File: src/design/seq_defines.svh
// Sizing macros shared by the vector sequencer RTL and testbench
// Instruction and register counts, operand widths, unit queue depths

`ifndef SEQ_DEFINES_SVH
`define SEQ_DEFINES_SVH

// Number of instruction IDs that can be in flight
`define SEQ_NR_VINSN 8

// Architectural vector registers
`define SEQ_NR_VREGS 32

// Vector length field width
`define SEQ_VL_W 16

// Scalar operand and scalar result width
`define SEQ_ELEN 32

// Instruction queue depth of each functional unit
`define SEQ_ALU_DEPTH 2
`define SEQ_MUL_DEPTH 2
`define SEQ_LD_DEPTH 2
`define SEQ_ST_DEPTH 2
// Scalar moves block the dispatcher, so one slot is enough
`define SEQ_NONE_DEPTH 1

// Occupancy counter width, must hold the largest depth
`define SEQ_CNT_W 2

`endif

File: src/design/seq_isa_pkg.sv
// Vector ISA view of the sequencer
// Op and unit encodings, register index type, op decode functions

`include "seq_defines.svh"

package seq_isa_pkg;

  // Ops are grouped by unit so that decode can use ranges
  typedef enum logic [3:0] {
    VADD,
    VSUB,
    VAND,
    VOR,
    VMUL,
    VMACC,
    VLE,
    VSE,
    VMVXS
  } op_e;

  // Functional units, the value doubles as the row index of per-unit arrays
  typedef enum logic [2:0] {
    ALU   = 3'd0,
    MUL   = 3'd1,
    LOAD  = 3'd2,
    STORE = 3'd3,
    NONE  = 3'd4
  } unit_e;

  localparam int unsigned NR_UNITS = 5;

  // Vector register index
  typedef logic [$clog2(`SEQ_NR_VREGS)-1:0] vreg_t;

  // Unit that executes a given op
  function automatic unit_e op_unit(op_e op);
    unique case (op) inside
      [VADD:VOR]:   op_unit = ALU;
      [VMUL:VMACC]: op_unit = MUL;
      VLE:          op_unit = LOAD;
      VSE:          op_unit = STORE;
      default:      op_unit = NONE;
    endcase
  endfunction

  // Scalar moves return a value to the dispatcher
  function automatic logic is_scalar_move(op_e op);
    is_scalar_move = (op == VMVXS);
  endfunction

endpackage

File: src/design/seq_ctrl_pkg.sv
// Sequencer control view
// Instruction IDs, register access entries, request and response structs,
// global hazard table type

`include "seq_defines.svh"

package seq_ctrl_pkg;

  // Instruction ID and one-bit-per-ID vector
  typedef logic [$clog2(`SEQ_NR_VINSN)-1:0] vid_t;
  typedef logic [`SEQ_NR_VINSN-1:0]         vid_vec_t;

  // Last instruction that touched a register
  typedef struct packed {
    vid_t vid;
    logic valid;
  } vreg_access_t;

  // Request from the scalar-core dispatcher
  typedef struct packed {
    seq_isa_pkg::op_e          op;
    seq_isa_pkg::vreg_t        vs1;
    logic                      use_vs1;
    seq_isa_pkg::vreg_t        vs2;
    logic                      use_vs2;
    seq_isa_pkg::vreg_t        vd;
    logic                      use_vd;
    logic [`SEQ_ELEN-1:0]      scalar_op;
    logic [`SEQ_VL_W-1:0]      vl;
  } seq_req_t;

  // Request issued to the processing units
  typedef struct packed {
    vid_t                      id;
    seq_isa_pkg::op_e          op;
    seq_isa_pkg::unit_e        unit;
    seq_isa_pkg::vreg_t        vs1;
    logic                      use_vs1;
    seq_isa_pkg::vreg_t        vs2;
    logic                      use_vs2;
    seq_isa_pkg::vreg_t        vd;
    logic                      use_vd;
    logic [`SEQ_ELEN-1:0]      scalar_op;
    logic [`SEQ_VL_W-1:0]      vl;
    // IDs this instruction must wait for, per operand
    vid_vec_t                  hazard_vs1;
    vid_vec_t                  hazard_vs2;
    vid_vec_t                  hazard_vd;
  } pe_req_t;

  // Completion report, one finished-ID vector per unit, indexed by unit_e
  typedef struct packed {
    vid_vec_t [seq_isa_pkg::NR_UNITS-1:0] done;
  } unit_resp_t;

  // Row N lists the instructions that instruction N depends on
  typedef vid_vec_t [`SEQ_NR_VINSN-1:0] hazard_table_t;

endpackage

File: src/design/vinsn_tracker.sv
// Running-instruction tracker
// Per-unit matrix of running IDs, lowest free ID search and idle flag

`timescale 1ns/1ns

`include "seq_defines.svh"

module vinsn_tracker (
  input  logic                    clk_i,
  input  logic                    rst_ni,
  // Issue strobe from the sequencer
  input  logic                    issue_i,
  input  seq_ctrl_pkg::vid_t      issue_id_i,
  input  seq_isa_pkg::unit_e      issue_unit_i,
  // Completions from the units
  input  seq_ctrl_pkg::unit_resp_t unit_resp_i,
  // Allocation
  output seq_ctrl_pkg::vid_t      next_id_o,
  output logic                    full_o,
  // Running vector after this cycle's updates
  output seq_ctrl_pkg::vid_vec_t  running_o,
  output logic                    idle_o
);

  // One row per unit, one column per instruction ID
  seq_ctrl_pkg::vid_vec_t [seq_isa_pkg::NR_UNITS-1:0] run_q, run_d;

  // Registered running vector, OR over the unit rows
  seq_ctrl_pkg::vid_vec_t running_q;

  ////////////////////////////////////////////////////
  // Matrix update
  ////////////////////////////////////////////////////

  always_comb begin
    running_q = '0;
    running_o = '0;
    for (int u = 0; u < seq_isa_pkg::NR_UNITS; u++) begin
      // A unit only clears IDs of its own row
      run_d[u]  = run_q[u] & ~unit_resp_i.done[u];
      running_q = running_q | run_q[u];
    end
    // New instruction runs on its target unit
    if (issue_i) begin
      run_d[issue_unit_i][issue_id_i] = 1'b1;
    end
    for (int u = 0; u < seq_isa_pkg::NR_UNITS; u++) begin
      running_o = running_o | run_d[u];
    end
  end

  always_ff @(posedge clk_i or negedge rst_ni) begin
    if (!rst_ni) begin
      run_q <= '0;
    end else begin
      run_q <= run_d;
    end
  end

  ////////////////////////////////////////////////////
  // Free ID search
  ////////////////////////////////////////////////////

  // Scan from the top so the lowest free ID wins
  always_comb begin
    next_id_o = '0;
    for (int i = `SEQ_NR_VINSN - 1; i >= 0; i--) begin
      if (!running_q[i]) begin
        next_id_o = seq_ctrl_pkg::vid_t'(i);
      end
    end
  end

  // No ID left to hand out
  assign full_o = &running_q;

  // Nothing in flight on any unit
  assign idle_o = ~(|running_q);

endmodule

File: src/design/hazard_checker.sv
// Hazard checker
// Read and write lists of the vector registers, RAW/WAR/WAW vector
// generation for the presented request, list update on issue

`timescale 1ns/1ns

`include "seq_defines.svh"

module hazard_checker (
  input  logic                   clk_i,
  input  logic                   rst_ni,
  // Presented request and running set after this cycle's completions
  input  seq_ctrl_pkg::seq_req_t req_i,
  input  seq_ctrl_pkg::vid_vec_t running_i,
  // Issue strobe
  input  logic                   issue_i,
  input  seq_ctrl_pkg::vid_t     issue_id_i,
  // Hazard vectors for the presented request
  output seq_ctrl_pkg::vid_vec_t hazard_vs1_o,
  output seq_ctrl_pkg::vid_vec_t hazard_vs2_o,
  output seq_ctrl_pkg::vid_vec_t hazard_vd_o
);

  // Last reader and last writer of each register
  seq_ctrl_pkg::vreg_access_t [`SEQ_NR_VREGS-1:0] read_list_q, read_list_d;
  seq_ctrl_pkg::vreg_access_t [`SEQ_NR_VREGS-1:0] write_list_q, write_list_d;

  // Operand indices of the presented request
  seq_isa_pkg::vreg_t vs1, vs2, vd;

  // List entries for those operands, already aged by completions
  seq_ctrl_pkg::vreg_access_t vs1_writer, vs2_writer, vd_writer, vd_reader;

  assign vs1 = req_i.vs1;
  assign vs2 = req_i.vs2;
  assign vd  = req_i.vd;

  ////////////////////////////////////////////////////
  // List aging and update
  ////////////////////////////////////////////////////

  always_comb begin
    read_list_d  = read_list_q;
    write_list_d = write_list_q;

    // Entries die with their instruction
    for (int v = 0; v < `SEQ_NR_VREGS; v++) begin
      read_list_d[v].valid  = read_list_q[v].valid & running_i[read_list_q[v].vid];
      write_list_d[v].valid = write_list_q[v].valid & running_i[write_list_q[v].vid];
    end

    // Snapshot for hazard lookup, before this issue overwrites anything
    vs1_writer = write_list_d[vs1];
    vs2_writer = write_list_d[vs2];
    vd_writer  = write_list_d[vd];
    vd_reader  = read_list_d[vd];

    // Record the new instruction as reader and writer
    if (issue_i) begin
      if (req_i.use_vd) begin
        write_list_d[vd] = '{vid: issue_id_i, valid: 1'b1};
      end
      if (req_i.use_vs1) begin
        read_list_d[vs1] = '{vid: issue_id_i, valid: 1'b1};
      end
      if (req_i.use_vs2) begin
        read_list_d[vs2] = '{vid: issue_id_i, valid: 1'b1};
      end
    end
  end

  always_ff @(posedge clk_i or negedge rst_ni) begin
    if (!rst_ni) begin
      read_list_q  <= '0;
      write_list_q <= '0;
    end else begin
      read_list_q  <= read_list_d;
      write_list_q <= write_list_d;
    end
  end

  ////////////////////////////////////////////////////
  // Hazard vectors
  ////////////////////////////////////////////////////

  always_comb begin
    hazard_vs1_o = '0;
    hazard_vs2_o = '0;
    hazard_vd_o  = '0;

    // RAW, wait for the producer of each source
    if (req_i.use_vs1 && vs1_writer.valid) begin
      hazard_vs1_o[vs1_writer.vid] = 1'b1;
    end
    if (req_i.use_vs2 && vs2_writer.valid) begin
      hazard_vs2_o[vs2_writer.vid] = 1'b1;
    end

    // WAR, the last reader of vd must fetch its operand first
    if (req_i.use_vd && vd_reader.valid) begin
      hazard_vs1_o[vd_reader.vid] = 1'b1;
      hazard_vs2_o[vd_reader.vid] = 1'b1;
    end

    // WAW, keep writes to vd in order
    if (req_i.use_vd && vd_writer.valid) begin
      hazard_vd_o[vd_writer.vid] = 1'b1;
    end
  end

endmodule

File: src/design/unit_queue_counters.sv
// Functional unit queue occupancy
// One counter per unit and the per-unit readiness flags

`timescale 1ns/1ns

`include "seq_defines.svh"

module unit_queue_counters (
  input  logic                                 clk_i,
  input  logic                                 rst_ni,
  // Issue strobe and its target unit
  input  logic                                 issue_i,
  input  seq_isa_pkg::unit_e                   issue_unit_i,
  // Completions from the units
  input  seq_ctrl_pkg::unit_resp_t             unit_resp_i,
  // Unit can take one more instruction
  output logic [seq_isa_pkg::NR_UNITS-1:0]     unit_ready_o
);

  // Depth per unit, in unit_e order
  localparam logic [`SEQ_CNT_W-1:0] QUEUE_DEPTH [seq_isa_pkg::NR_UNITS] = '{
    `SEQ_CNT_W'(`SEQ_ALU_DEPTH),
    `SEQ_CNT_W'(`SEQ_MUL_DEPTH),
    `SEQ_CNT_W'(`SEQ_LD_DEPTH),
    `SEQ_CNT_W'(`SEQ_ST_DEPTH),
    `SEQ_CNT_W'(`SEQ_NONE_DEPTH)
  };

  logic [seq_isa_pkg::NR_UNITS-1:0][`SEQ_CNT_W-1:0] cnt_q;
  logic [seq_isa_pkg::NR_UNITS-1:0]                 cnt_up, cnt_down;

  for (genvar u = 0; u < seq_isa_pkg::NR_UNITS; u++) begin : gen_cnt
    // Count on issue, not on unit hand-off
    assign cnt_up[u] = issue_i && (issue_unit_i == seq_isa_pkg::unit_e'(u));

    // At most one ID per cycle, any bit means one slot freed
    assign cnt_down[u] = |unit_resp_i.done[u];

    always_ff @(posedge clk_i or negedge rst_ni) begin
      if (!rst_ni) begin
        cnt_q[u] <= '0;
      end else if (cnt_up[u] && !cnt_down[u]) begin
        cnt_q[u] <= cnt_q[u] + 1'b1;
      end else if (cnt_down[u] && !cnt_up[u]) begin
        cnt_q[u] <= cnt_q[u] - 1'b1;
      end
      // One in, one out leaves the count as is
    end

    // Room left in this unit's queue
    assign unit_ready_o[u] = cnt_q[u] < QUEUE_DEPTH[u];
  end

endmodule

File: src/design/vector_sequencer.sv
// Vector instruction sequencer top level
// IDLE/WAIT controller, issue decision, issued request register,
// global hazard table and scalar move response path

`timescale 1ns/1ns

`include "seq_defines.svh"

module vector_sequencer (
  input  logic                          clk_i,
  input  logic                          rst_ni,
  // Dispatcher
  input  seq_ctrl_pkg::seq_req_t        req_i,
  input  logic                          req_valid_i,
  output logic                          req_ready_o,
  output logic [`SEQ_ELEN-1:0]          resp_o,
  output logic                          resp_valid_o,
  output logic                          idle_o,
  // Processing units
  output seq_ctrl_pkg::pe_req_t         pe_req_o,
  output logic                          pe_req_valid_o,
  input  logic                          pe_req_ready_i,
  input  seq_ctrl_pkg::unit_resp_t      unit_resp_i,
  // Scalar result of a move
  input  logic [`SEQ_ELEN-1:0]          scalar_resp_i,
  input  logic                          scalar_resp_valid_i,
  output logic                          scalar_resp_ready_o,
  // Operand requesters
  output seq_ctrl_pkg::hazard_table_t   hazard_table_o
);

  // WAIT blocks the dispatcher until a scalar move returns
  typedef enum logic {IDLE, WAIT} state_e;
  state_e state_q, state_d;

  seq_isa_pkg::unit_e                   req_unit;
  logic [seq_isa_pkg::NR_UNITS-1:0]     unit_ready;
  seq_ctrl_pkg::vid_t                   next_id;
  logic                                 ids_full;
  seq_ctrl_pkg::vid_vec_t               running;
  seq_ctrl_pkg::vid_vec_t               hz_vs1, hz_vs2, hz_vd;
  logic                                 pending, issue;
  seq_ctrl_pkg::hazard_table_t          table_d;

  ////////////////////////////////////////////////////
  // Issue decision
  ////////////////////////////////////////////////////

  assign req_unit = seq_isa_pkg::op_unit(req_i.op);

  // Issued request still waiting for the units
  assign pending = pe_req_valid_o && !pe_req_ready_i;

  assign req_ready_o = (state_q == IDLE) && !ids_full && unit_ready[req_unit] && !pending;
  assign issue       = req_valid_i && req_ready_o;

  vinsn_tracker i_tracker (
    .clk_i        (clk_i),
    .rst_ni       (rst_ni),
    .issue_i      (issue),
    .issue_id_i   (next_id),
    .issue_unit_i (req_unit),
    .unit_resp_i  (unit_resp_i),
    .next_id_o    (next_id),
    .full_o       (ids_full),
    .running_o    (running),
    .idle_o       (idle_o)
  );

  hazard_checker i_hazards (
    .clk_i        (clk_i),
    .rst_ni       (rst_ni),
    .req_i        (req_i),
    .running_i    (running),
    .issue_i      (issue),
    .issue_id_i   (next_id),
    .hazard_vs1_o (hz_vs1),
    .hazard_vs2_o (hz_vs2),
    .hazard_vd_o  (hz_vd)
  );

  unit_queue_counters i_counters (
    .clk_i        (clk_i),
    .rst_ni       (rst_ni),
    .issue_i      (issue),
    .issue_unit_i (req_unit),
    .unit_resp_i  (unit_resp_i),
    .unit_ready_o (unit_ready)
  );

  ////////////////////////////////////////////////////
  // Issued request
  ////////////////////////////////////////////////////

  // Valid drops once taken, new issue reloads it
  always_ff @(posedge clk_i or negedge rst_ni) begin
    if (!rst_ni) begin
      pe_req_valid_o <= 1'b0;
    end else if (issue) begin
      pe_req_valid_o <= 1'b1;
    end else if (pe_req_ready_i) begin
      pe_req_valid_o <= 1'b0;
    end
  end

  // Payload only loads on issue, so it holds under back-pressure
  always_ff @(posedge clk_i) begin
    if (issue) begin
      pe_req_o <= '{
        id:         next_id,
        op:         req_i.op,
        unit:       req_unit,
        vs1:        req_i.vs1,
        use_vs1:    req_i.use_vs1,
        vs2:        req_i.vs2,
        use_vs2:    req_i.use_vs2,
        vd:         req_i.vd,
        use_vd:     req_i.use_vd,
        scalar_op:  req_i.scalar_op,
        vl:         req_i.vl,
        hazard_vs1: hz_vs1,
        hazard_vs2: hz_vs2,
        hazard_vd:  hz_vd
      };
    end
  end

  ////////////////////////////////////////////////////
  // Global hazard table
  ////////////////////////////////////////////////////

  always_comb begin
    table_d = hazard_table_o;
    if (issue) begin
      table_d[next_id] = hz_vs1 | hz_vs2 | hz_vd;
    end
    // Finished producers release every dependent row
    for (int r = 0; r < `SEQ_NR_VINSN; r++) begin
      table_d[r] = table_d[r] & running;
    end
  end

  always_ff @(posedge clk_i or negedge rst_ni) begin
    if (!rst_ni) begin
      hazard_table_o <= '0;
    end else begin
      hazard_table_o <= table_d;
    end
  end

  ////////////////////////////////////////////////////
  // Controller and scalar response
  ////////////////////////////////////////////////////

  always_comb begin
    state_d = state_q;
    unique case (state_q)
      IDLE: if (issue && seq_isa_pkg::is_scalar_move(req_i.op)) state_d = WAIT;
      WAIT: if (scalar_resp_valid_i) state_d = IDLE;
      default: state_d = IDLE;
    endcase
  end

  always_ff @(posedge clk_i or negedge rst_ni) begin
    if (!rst_ni) begin
      state_q <= IDLE;
    end else begin
      state_q <= state_d;
    end
  end

  // Result passes straight through to the dispatcher
  assign resp_o              = scalar_resp_i;
  assign resp_valid_o        = (state_q == WAIT) && scalar_resp_valid_i;
  assign scalar_resp_ready_o = (state_q == WAIT) && scalar_resp_valid_i;

endmodule

File: config.mk
export PLATFORM = sky130hd
export DESIGN_NAME = vector_sequencer
export DESIGN_NICKNAME = d
export VERILOG_FILES = /design/src/design/seq_isa_pkg.sv /design/src/design/seq_ctrl_pkg.sv /design/src/design/vinsn_tracker.sv /design/src/design/hazard_checker.sv /design/src/design/unit_queue_counters.sv /design/src/design/vector_sequencer.sv
export VERILOG_INCLUDE_DIRS = /design/src /design/src/design
export SDC_FILE = /design/constraint.sdc
export NUM_CORES = 2
export LEC_CHECK = 0
export BUFFER_PORTS_ARGS = -buffer_cell sky130_fd_sc_hd__buf_2
export CORE_MARGIN = 2
export CORE_UTILIZATION = 40
export CTS_BUF_LIST = sky130_fd_sc_hd__clkbuf_4 sky130_fd_sc_hd__clkbuf_8
export CTS_CLUSTER_DIAMETER = 120
export CTS_CLUSTER_SIZE = 40
export DETAILED_ROUTE_END_ITERATION = 6
export PLACE_DENSITY_LB_ADDON = 0.25
export SETUP_SLACK_MARGIN = 0.02
export SYNTH_ARGS = -nofsm -noshare
export SYNTH_HDL_FRONTEND = slang
export SYNTH_SLANG_ARGS = --single-unit
File: constraint.sdc
create_clock -name clk_i -period 7.8 [get_ports clk_i]
set_clock_uncertainty 0.1 [all_clocks]
set_input_delay 0.78 -clock clk_i [delete_from_list [all_inputs] [get_ports clk_i]]
set_output_delay 0.78 -clock clk_i [all_outputs]
set_load 0.005 [all_outputs]
==> metrics.txt <==
# TYPE chip_impl_metric gauge
chip_impl_metric{name="remaining_drc_errors",unit=""} 1
chip_impl_metric{name="final_area",unit="sq mm"} 0.03184
chip_impl_info{name="crit_path_end_kind",value="flop"} 1
chip_impl_metric{name="flip_flop_and_latch_count_after_synthesis",unit=""} 472
chip_impl_metric{name="dp_hpwl",unit="um"} 93280
chip_impl_info{name="classification_of_the_worst_setup_path",value="flop to flop"} 1
chip_impl_metric{name="m1_wire_length",unit="um"} 49290
chip_impl_metric{name="drtIter0Drc",unit=""} 4256
chip_impl_metric{name="hold_viol",unit=""} 0
chip_impl_info{name="holdPathEnd",value="pe_req_o[60]$_DFFE_PN_"} 1
chip_impl_info{name="holdCritPathClass",value="primary input to flop"} 1
chip_impl_metric{name="synth_enable_flop_cells",unit=""} 100
chip_impl_metric{name="die_width",unit="um"} 273.9
chip_impl_metric{name="synthToLayoutAreaGrowth",unit="%"} 9.284
chip_impl_metric{name="via_count",unit=""} 27970
chip_impl_metric{name="layout_worst_path_cycle_share",unit="%"} 86.26
chip_impl_metric{name="finalMaxSlewViolations",unit=""} 0
chip_impl_metric{name="normalized_max_slew_margin",unit="%"} 10.83
chip_impl_metric{name="timing.critical_path.fanout_max",unit=""} 23
chip_impl_info{name="final_common_cell",value="dfrtp_1"} 1
chip_impl_metric{name="first_pass_grt_wire_length",unit="um"} 186100
chip_impl_info{name="grt_setup_unrepaired",value="no"} 1
chip_impl_metric{name="setup-violations-final",unit=""} 0
chip_impl_metric{name="post_route_cells_drive_above_1_share",unit="%"} 21.05
chip_impl_metric{name="yosys_warnings",unit=""} 0
chip_impl_metric{name="clock_sinks",unit=""} 472
chip_impl_metric{name="first_global_vias",unit=""} 26420
chip_impl_metric{name="final_nets",unit=""} 3296
chip_impl_metric{name="synth_sequential_area_ratio",unit="%"} 42.25
chip_impl_metric{name="grt_start_max_net_pins",unit=""} 165
chip_impl_metric{name="synth_cells",unit=""} 3021
chip_impl_metric{name="fin_setup_tns",unit="ns"} 0
chip_impl_metric{name="post_synth_num_cell_types",unit=""} 107
chip_impl_info{name="regToRegEndpoint",value="hazard_table_o[58]$_DFF_PN0_"} 1
chip_impl_metric{name="gr-usage-all-layers",unit="%"} 33.88
chip_impl_metric{name="cts_post_setup_buffers_inserted",unit=""} 0
chip_impl_metric{name="power.ir.vdd_worst",unit="uV"} 187.9
chip_impl_metric{name="arrival_worst_endpoint",unit="ns"} 7.23
chip_impl_metric{name="postSynthAreaPerCell",unit="sq um"} 9.645
chip_impl_info{name="run_status",value="finished, violations left"} 1
chip_impl_metric{name="worstMarginPinSlew",unit="ns"} 1.333
chip_impl_metric{name="leakage",unit="nW"} 12.92
chip_impl_metric{name="clock_latency",unit="ns"} 0.76
chip_impl_metric{name="post_cts.resized_instances",unit=""} 0
chip_impl_metric{name="initial_utilization",unit="%"} 40.55
chip_impl_metric{name="htree_levels",unit=""} 1
chip_impl_info{name="yosys_most_used_dff",value="dfrtp_1"} 1
chip_impl_metric{name="rr_worst_depth",unit=""} 15
chip_impl_info{name="topRoutingLayerUsed",value="met5"} 1
chip_impl_info{name="failed_checks",value="DRC"} 1
chip_impl_metric{name="powerDensity",unit="mW/mm^2"} 198.0
chip_impl_metric{name="regToRegSetupSlack",unit="ns"} 1.07
chip_impl_metric{name="dpl_worst_slack",unit="ns"} 0.9586
chip_impl_metric{name="place.gp.congestion",unit=""} 1.103
chip_impl_metric{name="routed_via_density",unit=""} 6.810
chip_impl_info{name="min-delay-start",value="req_i[36]"} 1
chip_impl_metric{name="cts-root-to-sink-buffers",unit=""} 3
chip_impl_metric{name="fp-row-count",unit=""} 98
chip_impl_metric{name="dpl-instance-area",unit="sq mm"} 0.03132
chip_impl_metric{name="first_pass_iters",unit=""} 7
chip_impl_metric{name="cts_made_buffers",unit=""} 19
chip_impl_metric{name="postLayoutSetupSlackWorst",unit="ns"} 1.071
chip_impl_metric{name="crit_required",unit="ns"} 8.30
chip_impl_metric{name="synth.net_count",unit=""} 3174
chip_impl_info{name="tritoncts",value="done"} 1
chip_impl_metric{name="core",unit="sq mm"} 0.07185
chip_impl_metric{name="placement.io_buffers",unit=""} 283
chip_impl_metric{name="cts_hold_buffers",unit=""} 1
chip_impl_metric{name="clk_pin_slew",unit="ns"} 0.23
chip_impl_metric{name="netlist_area_pre_place",unit="sq mm"} 0.02914
chip_impl_metric{name="ys_async_sr_fraction",unit="%"} 78.81
chip_impl_metric{name="number_of_top_level_pins",unit=""} 348
chip_impl_metric{name="globalRouteOverflowTotal",unit=""} 0
chip_impl_info{name="cts-root-buf",value="clkbuf_8"} 1
chip_impl_metric{name="routed_wl",unit="um"} 130100
chip_impl_info{name="mostFrequentLayoutCells",value="dfrtp_1 (372), nand2_1 (353), buf_2 (281)"} 1
chip_impl_metric{name="routed-wl-met3",unit="um"} 15590
chip_impl_metric{name="dieArea",unit="sq mm"} 0.07502
chip_impl_info{name="setup.worst_path.start_class",value="flop"} 1
chip_impl_metric{name="fmax",unit="GHz"} 0.1486
chip_impl_info{name="r2r_path_start",value="i_tracker.run_q[10]$_DFF_PN0_"} 1
chip_impl_metric{name="post-route-min-period",unit="ns"} 6.729
chip_impl_metric{name="grt_antenna_before_repair",unit=""} 5
chip_impl_metric{name="die-height",unit="um"} 273.9
chip_impl_metric{name="final.fill_count",unit=""} 6982
chip_impl_metric{name="met2_length",unit="um"} 57280
chip_impl_metric{name="hold_path_depth",unit=""} 1
chip_impl_metric{name="post_drt_wl_per_cell",unit="um"} 31.67
chip_impl_metric{name="drtAntennaViolNets",unit=""} 0
chip_impl_metric{name="max_cap_viol_count",unit=""} 0
[area by class of cell]
cell class / count / area [sq um] / area share [%]
multi-input cells: 2197 / 15390 / 48.33
flip-flops and latches: 472 / 12310 / 38.66
repair buffers: 371 / 2130 / 6.688
well taps: 950 / 1189 / 3.733
inverters: 82 / 312.8 / 0.9823
clock buffers: 21 / 276.5 / 0.8684
clock inverters: 12 / 230.2 / 0.7230
diodes: 2 / 5.005 / 0.01572
[metrics by stage]
step	hold slack, ns	power, W	utilization, %	cells
3_3_place_gp	0.3624	0.005000	43.59	4071
2_1_floorplan	0.3362	0.004252	-	3021
6_report	0.1095	0.006306	44.32	4107
4_1_cts	0.06844	0.006272	44.31	4105
5_1_grt	0.07390	0.006547	44.31	4106
3_5_place_dp	0.3710	0.005058	43.59	4071
[power by group]
part           internal, W  switching, W  total, W
sequential         0.00279      0.000327   0.00311
combinational     0.000667       0.00130   0.00197
clock             0.000325      0.000899   0.00122
total              0.00378       0.00253   0.00631
[cells in the mapped netlist (all sizes together), types with 28 or more instances]
library cell | count | area [sq um]
nor4 | 38 | 367.8
a31oi | 33 | 206.5
edfxtp | 100 | 3003
nand3b | 28 | 210.2
inv | 82 | 307.8
mux4 | 113 | 2545
clkbuf | 149 | 559.3
o211ai | 40 | 310.3
nand3 | 79 | 395.4
dfrtp | 372 | 9309
nor2 | 195 | 754.5
nand2b | 74 | 462.9
nand2 | 353 | 1325
o21ai | 283 | 1450
o22ai | 40 | 250.2
or2 | 34 | 212.7
a211oi | 35 | 272.8
nand4 | 49 | 306.5
mux2i | 40 | 404.1
nor3 | 93 | 475.5
a22oi | 50 | 375.4
mux2 | 34 | 382.9
buf | 121 | 674.4
a21oi | 141 | 705.7
or3 | 32 | 200.2
[worst max-delay path, cell delays in order, from the launching register on]
cell and delay (ns):
dfrtp_1 0.45, or4_1 0.57, or2_1 0.39, a21oi_1 0.19, o22a_2 0.20, inv_2 0.29
a21oi_2 0.96, buf_4 0.43, a31oi_1 0.13, a31o_2 0.27, a221oi_1 0.37, nor4_1 0.18
o31ai_2 0.77, nor3_1 0.22, nor4_4 0.84, a21oi_1 0.16
[flip-flops by register name (all words and copies together), names as in the netlist]
name and cells:
hazard_table_o 64, i_hazards.write_list_q 128, i_counters.cnt_q 10, state_q 1, pe_req_o 100, i_hazards.read_list_q 128, i_tracker.run_q 40, pe_req_valid_o 1
[layer usage]
metal	vias up	track usage (%)
li1	11610	-
met4	2	17.09
met5	-	0
met2	2080	51.52
met3	435	8.381
met1	13840	45.01
[cells by family after synthesis]
family                   after synthesis  share of synthesized area (%)
AND/OR/NAND/NOR                     1120                          20.33
flip-flops                           472                          42.25
buffers and inverters                352                          5.290
XOR/XNOR                              14                         0.4208
multiplexers                         187                          11.44
AO/OA/AOI/OAI                        870                          20.01
adder cells (fa/ha/maj)                6                         0.2576
[worst max-delay path by stage]
stage	start	endpoint	slack (ns)	cells after the start
floorplan	req_i[69]	i_hazards.read_list_q[117]$_DFFE_PN0N_	1.55	10
global placement	req_i[66]	hazard_table_o[27]$_DFF_PN0_	1.05	16
detailed placement	req_i[66]	hazard_table_o[27]$_DFF_PN0_	0.96	16
CTS	i_tracker.run_q[10]$_DFF_PN0_	hazard_table_o[58]$_DFF_PN0_	1.30	15
global route	i_tracker.run_q[10]$_DFF_PN0_	hazard_table_o[58]$_DFF_PN0_	0.99	15
finish	i_tracker.run_q[10]$_DFF_PN0_	hazard_table_o[58]$_DFF_PN0_	1.07	15
Power figures use the tool's default switching activity.
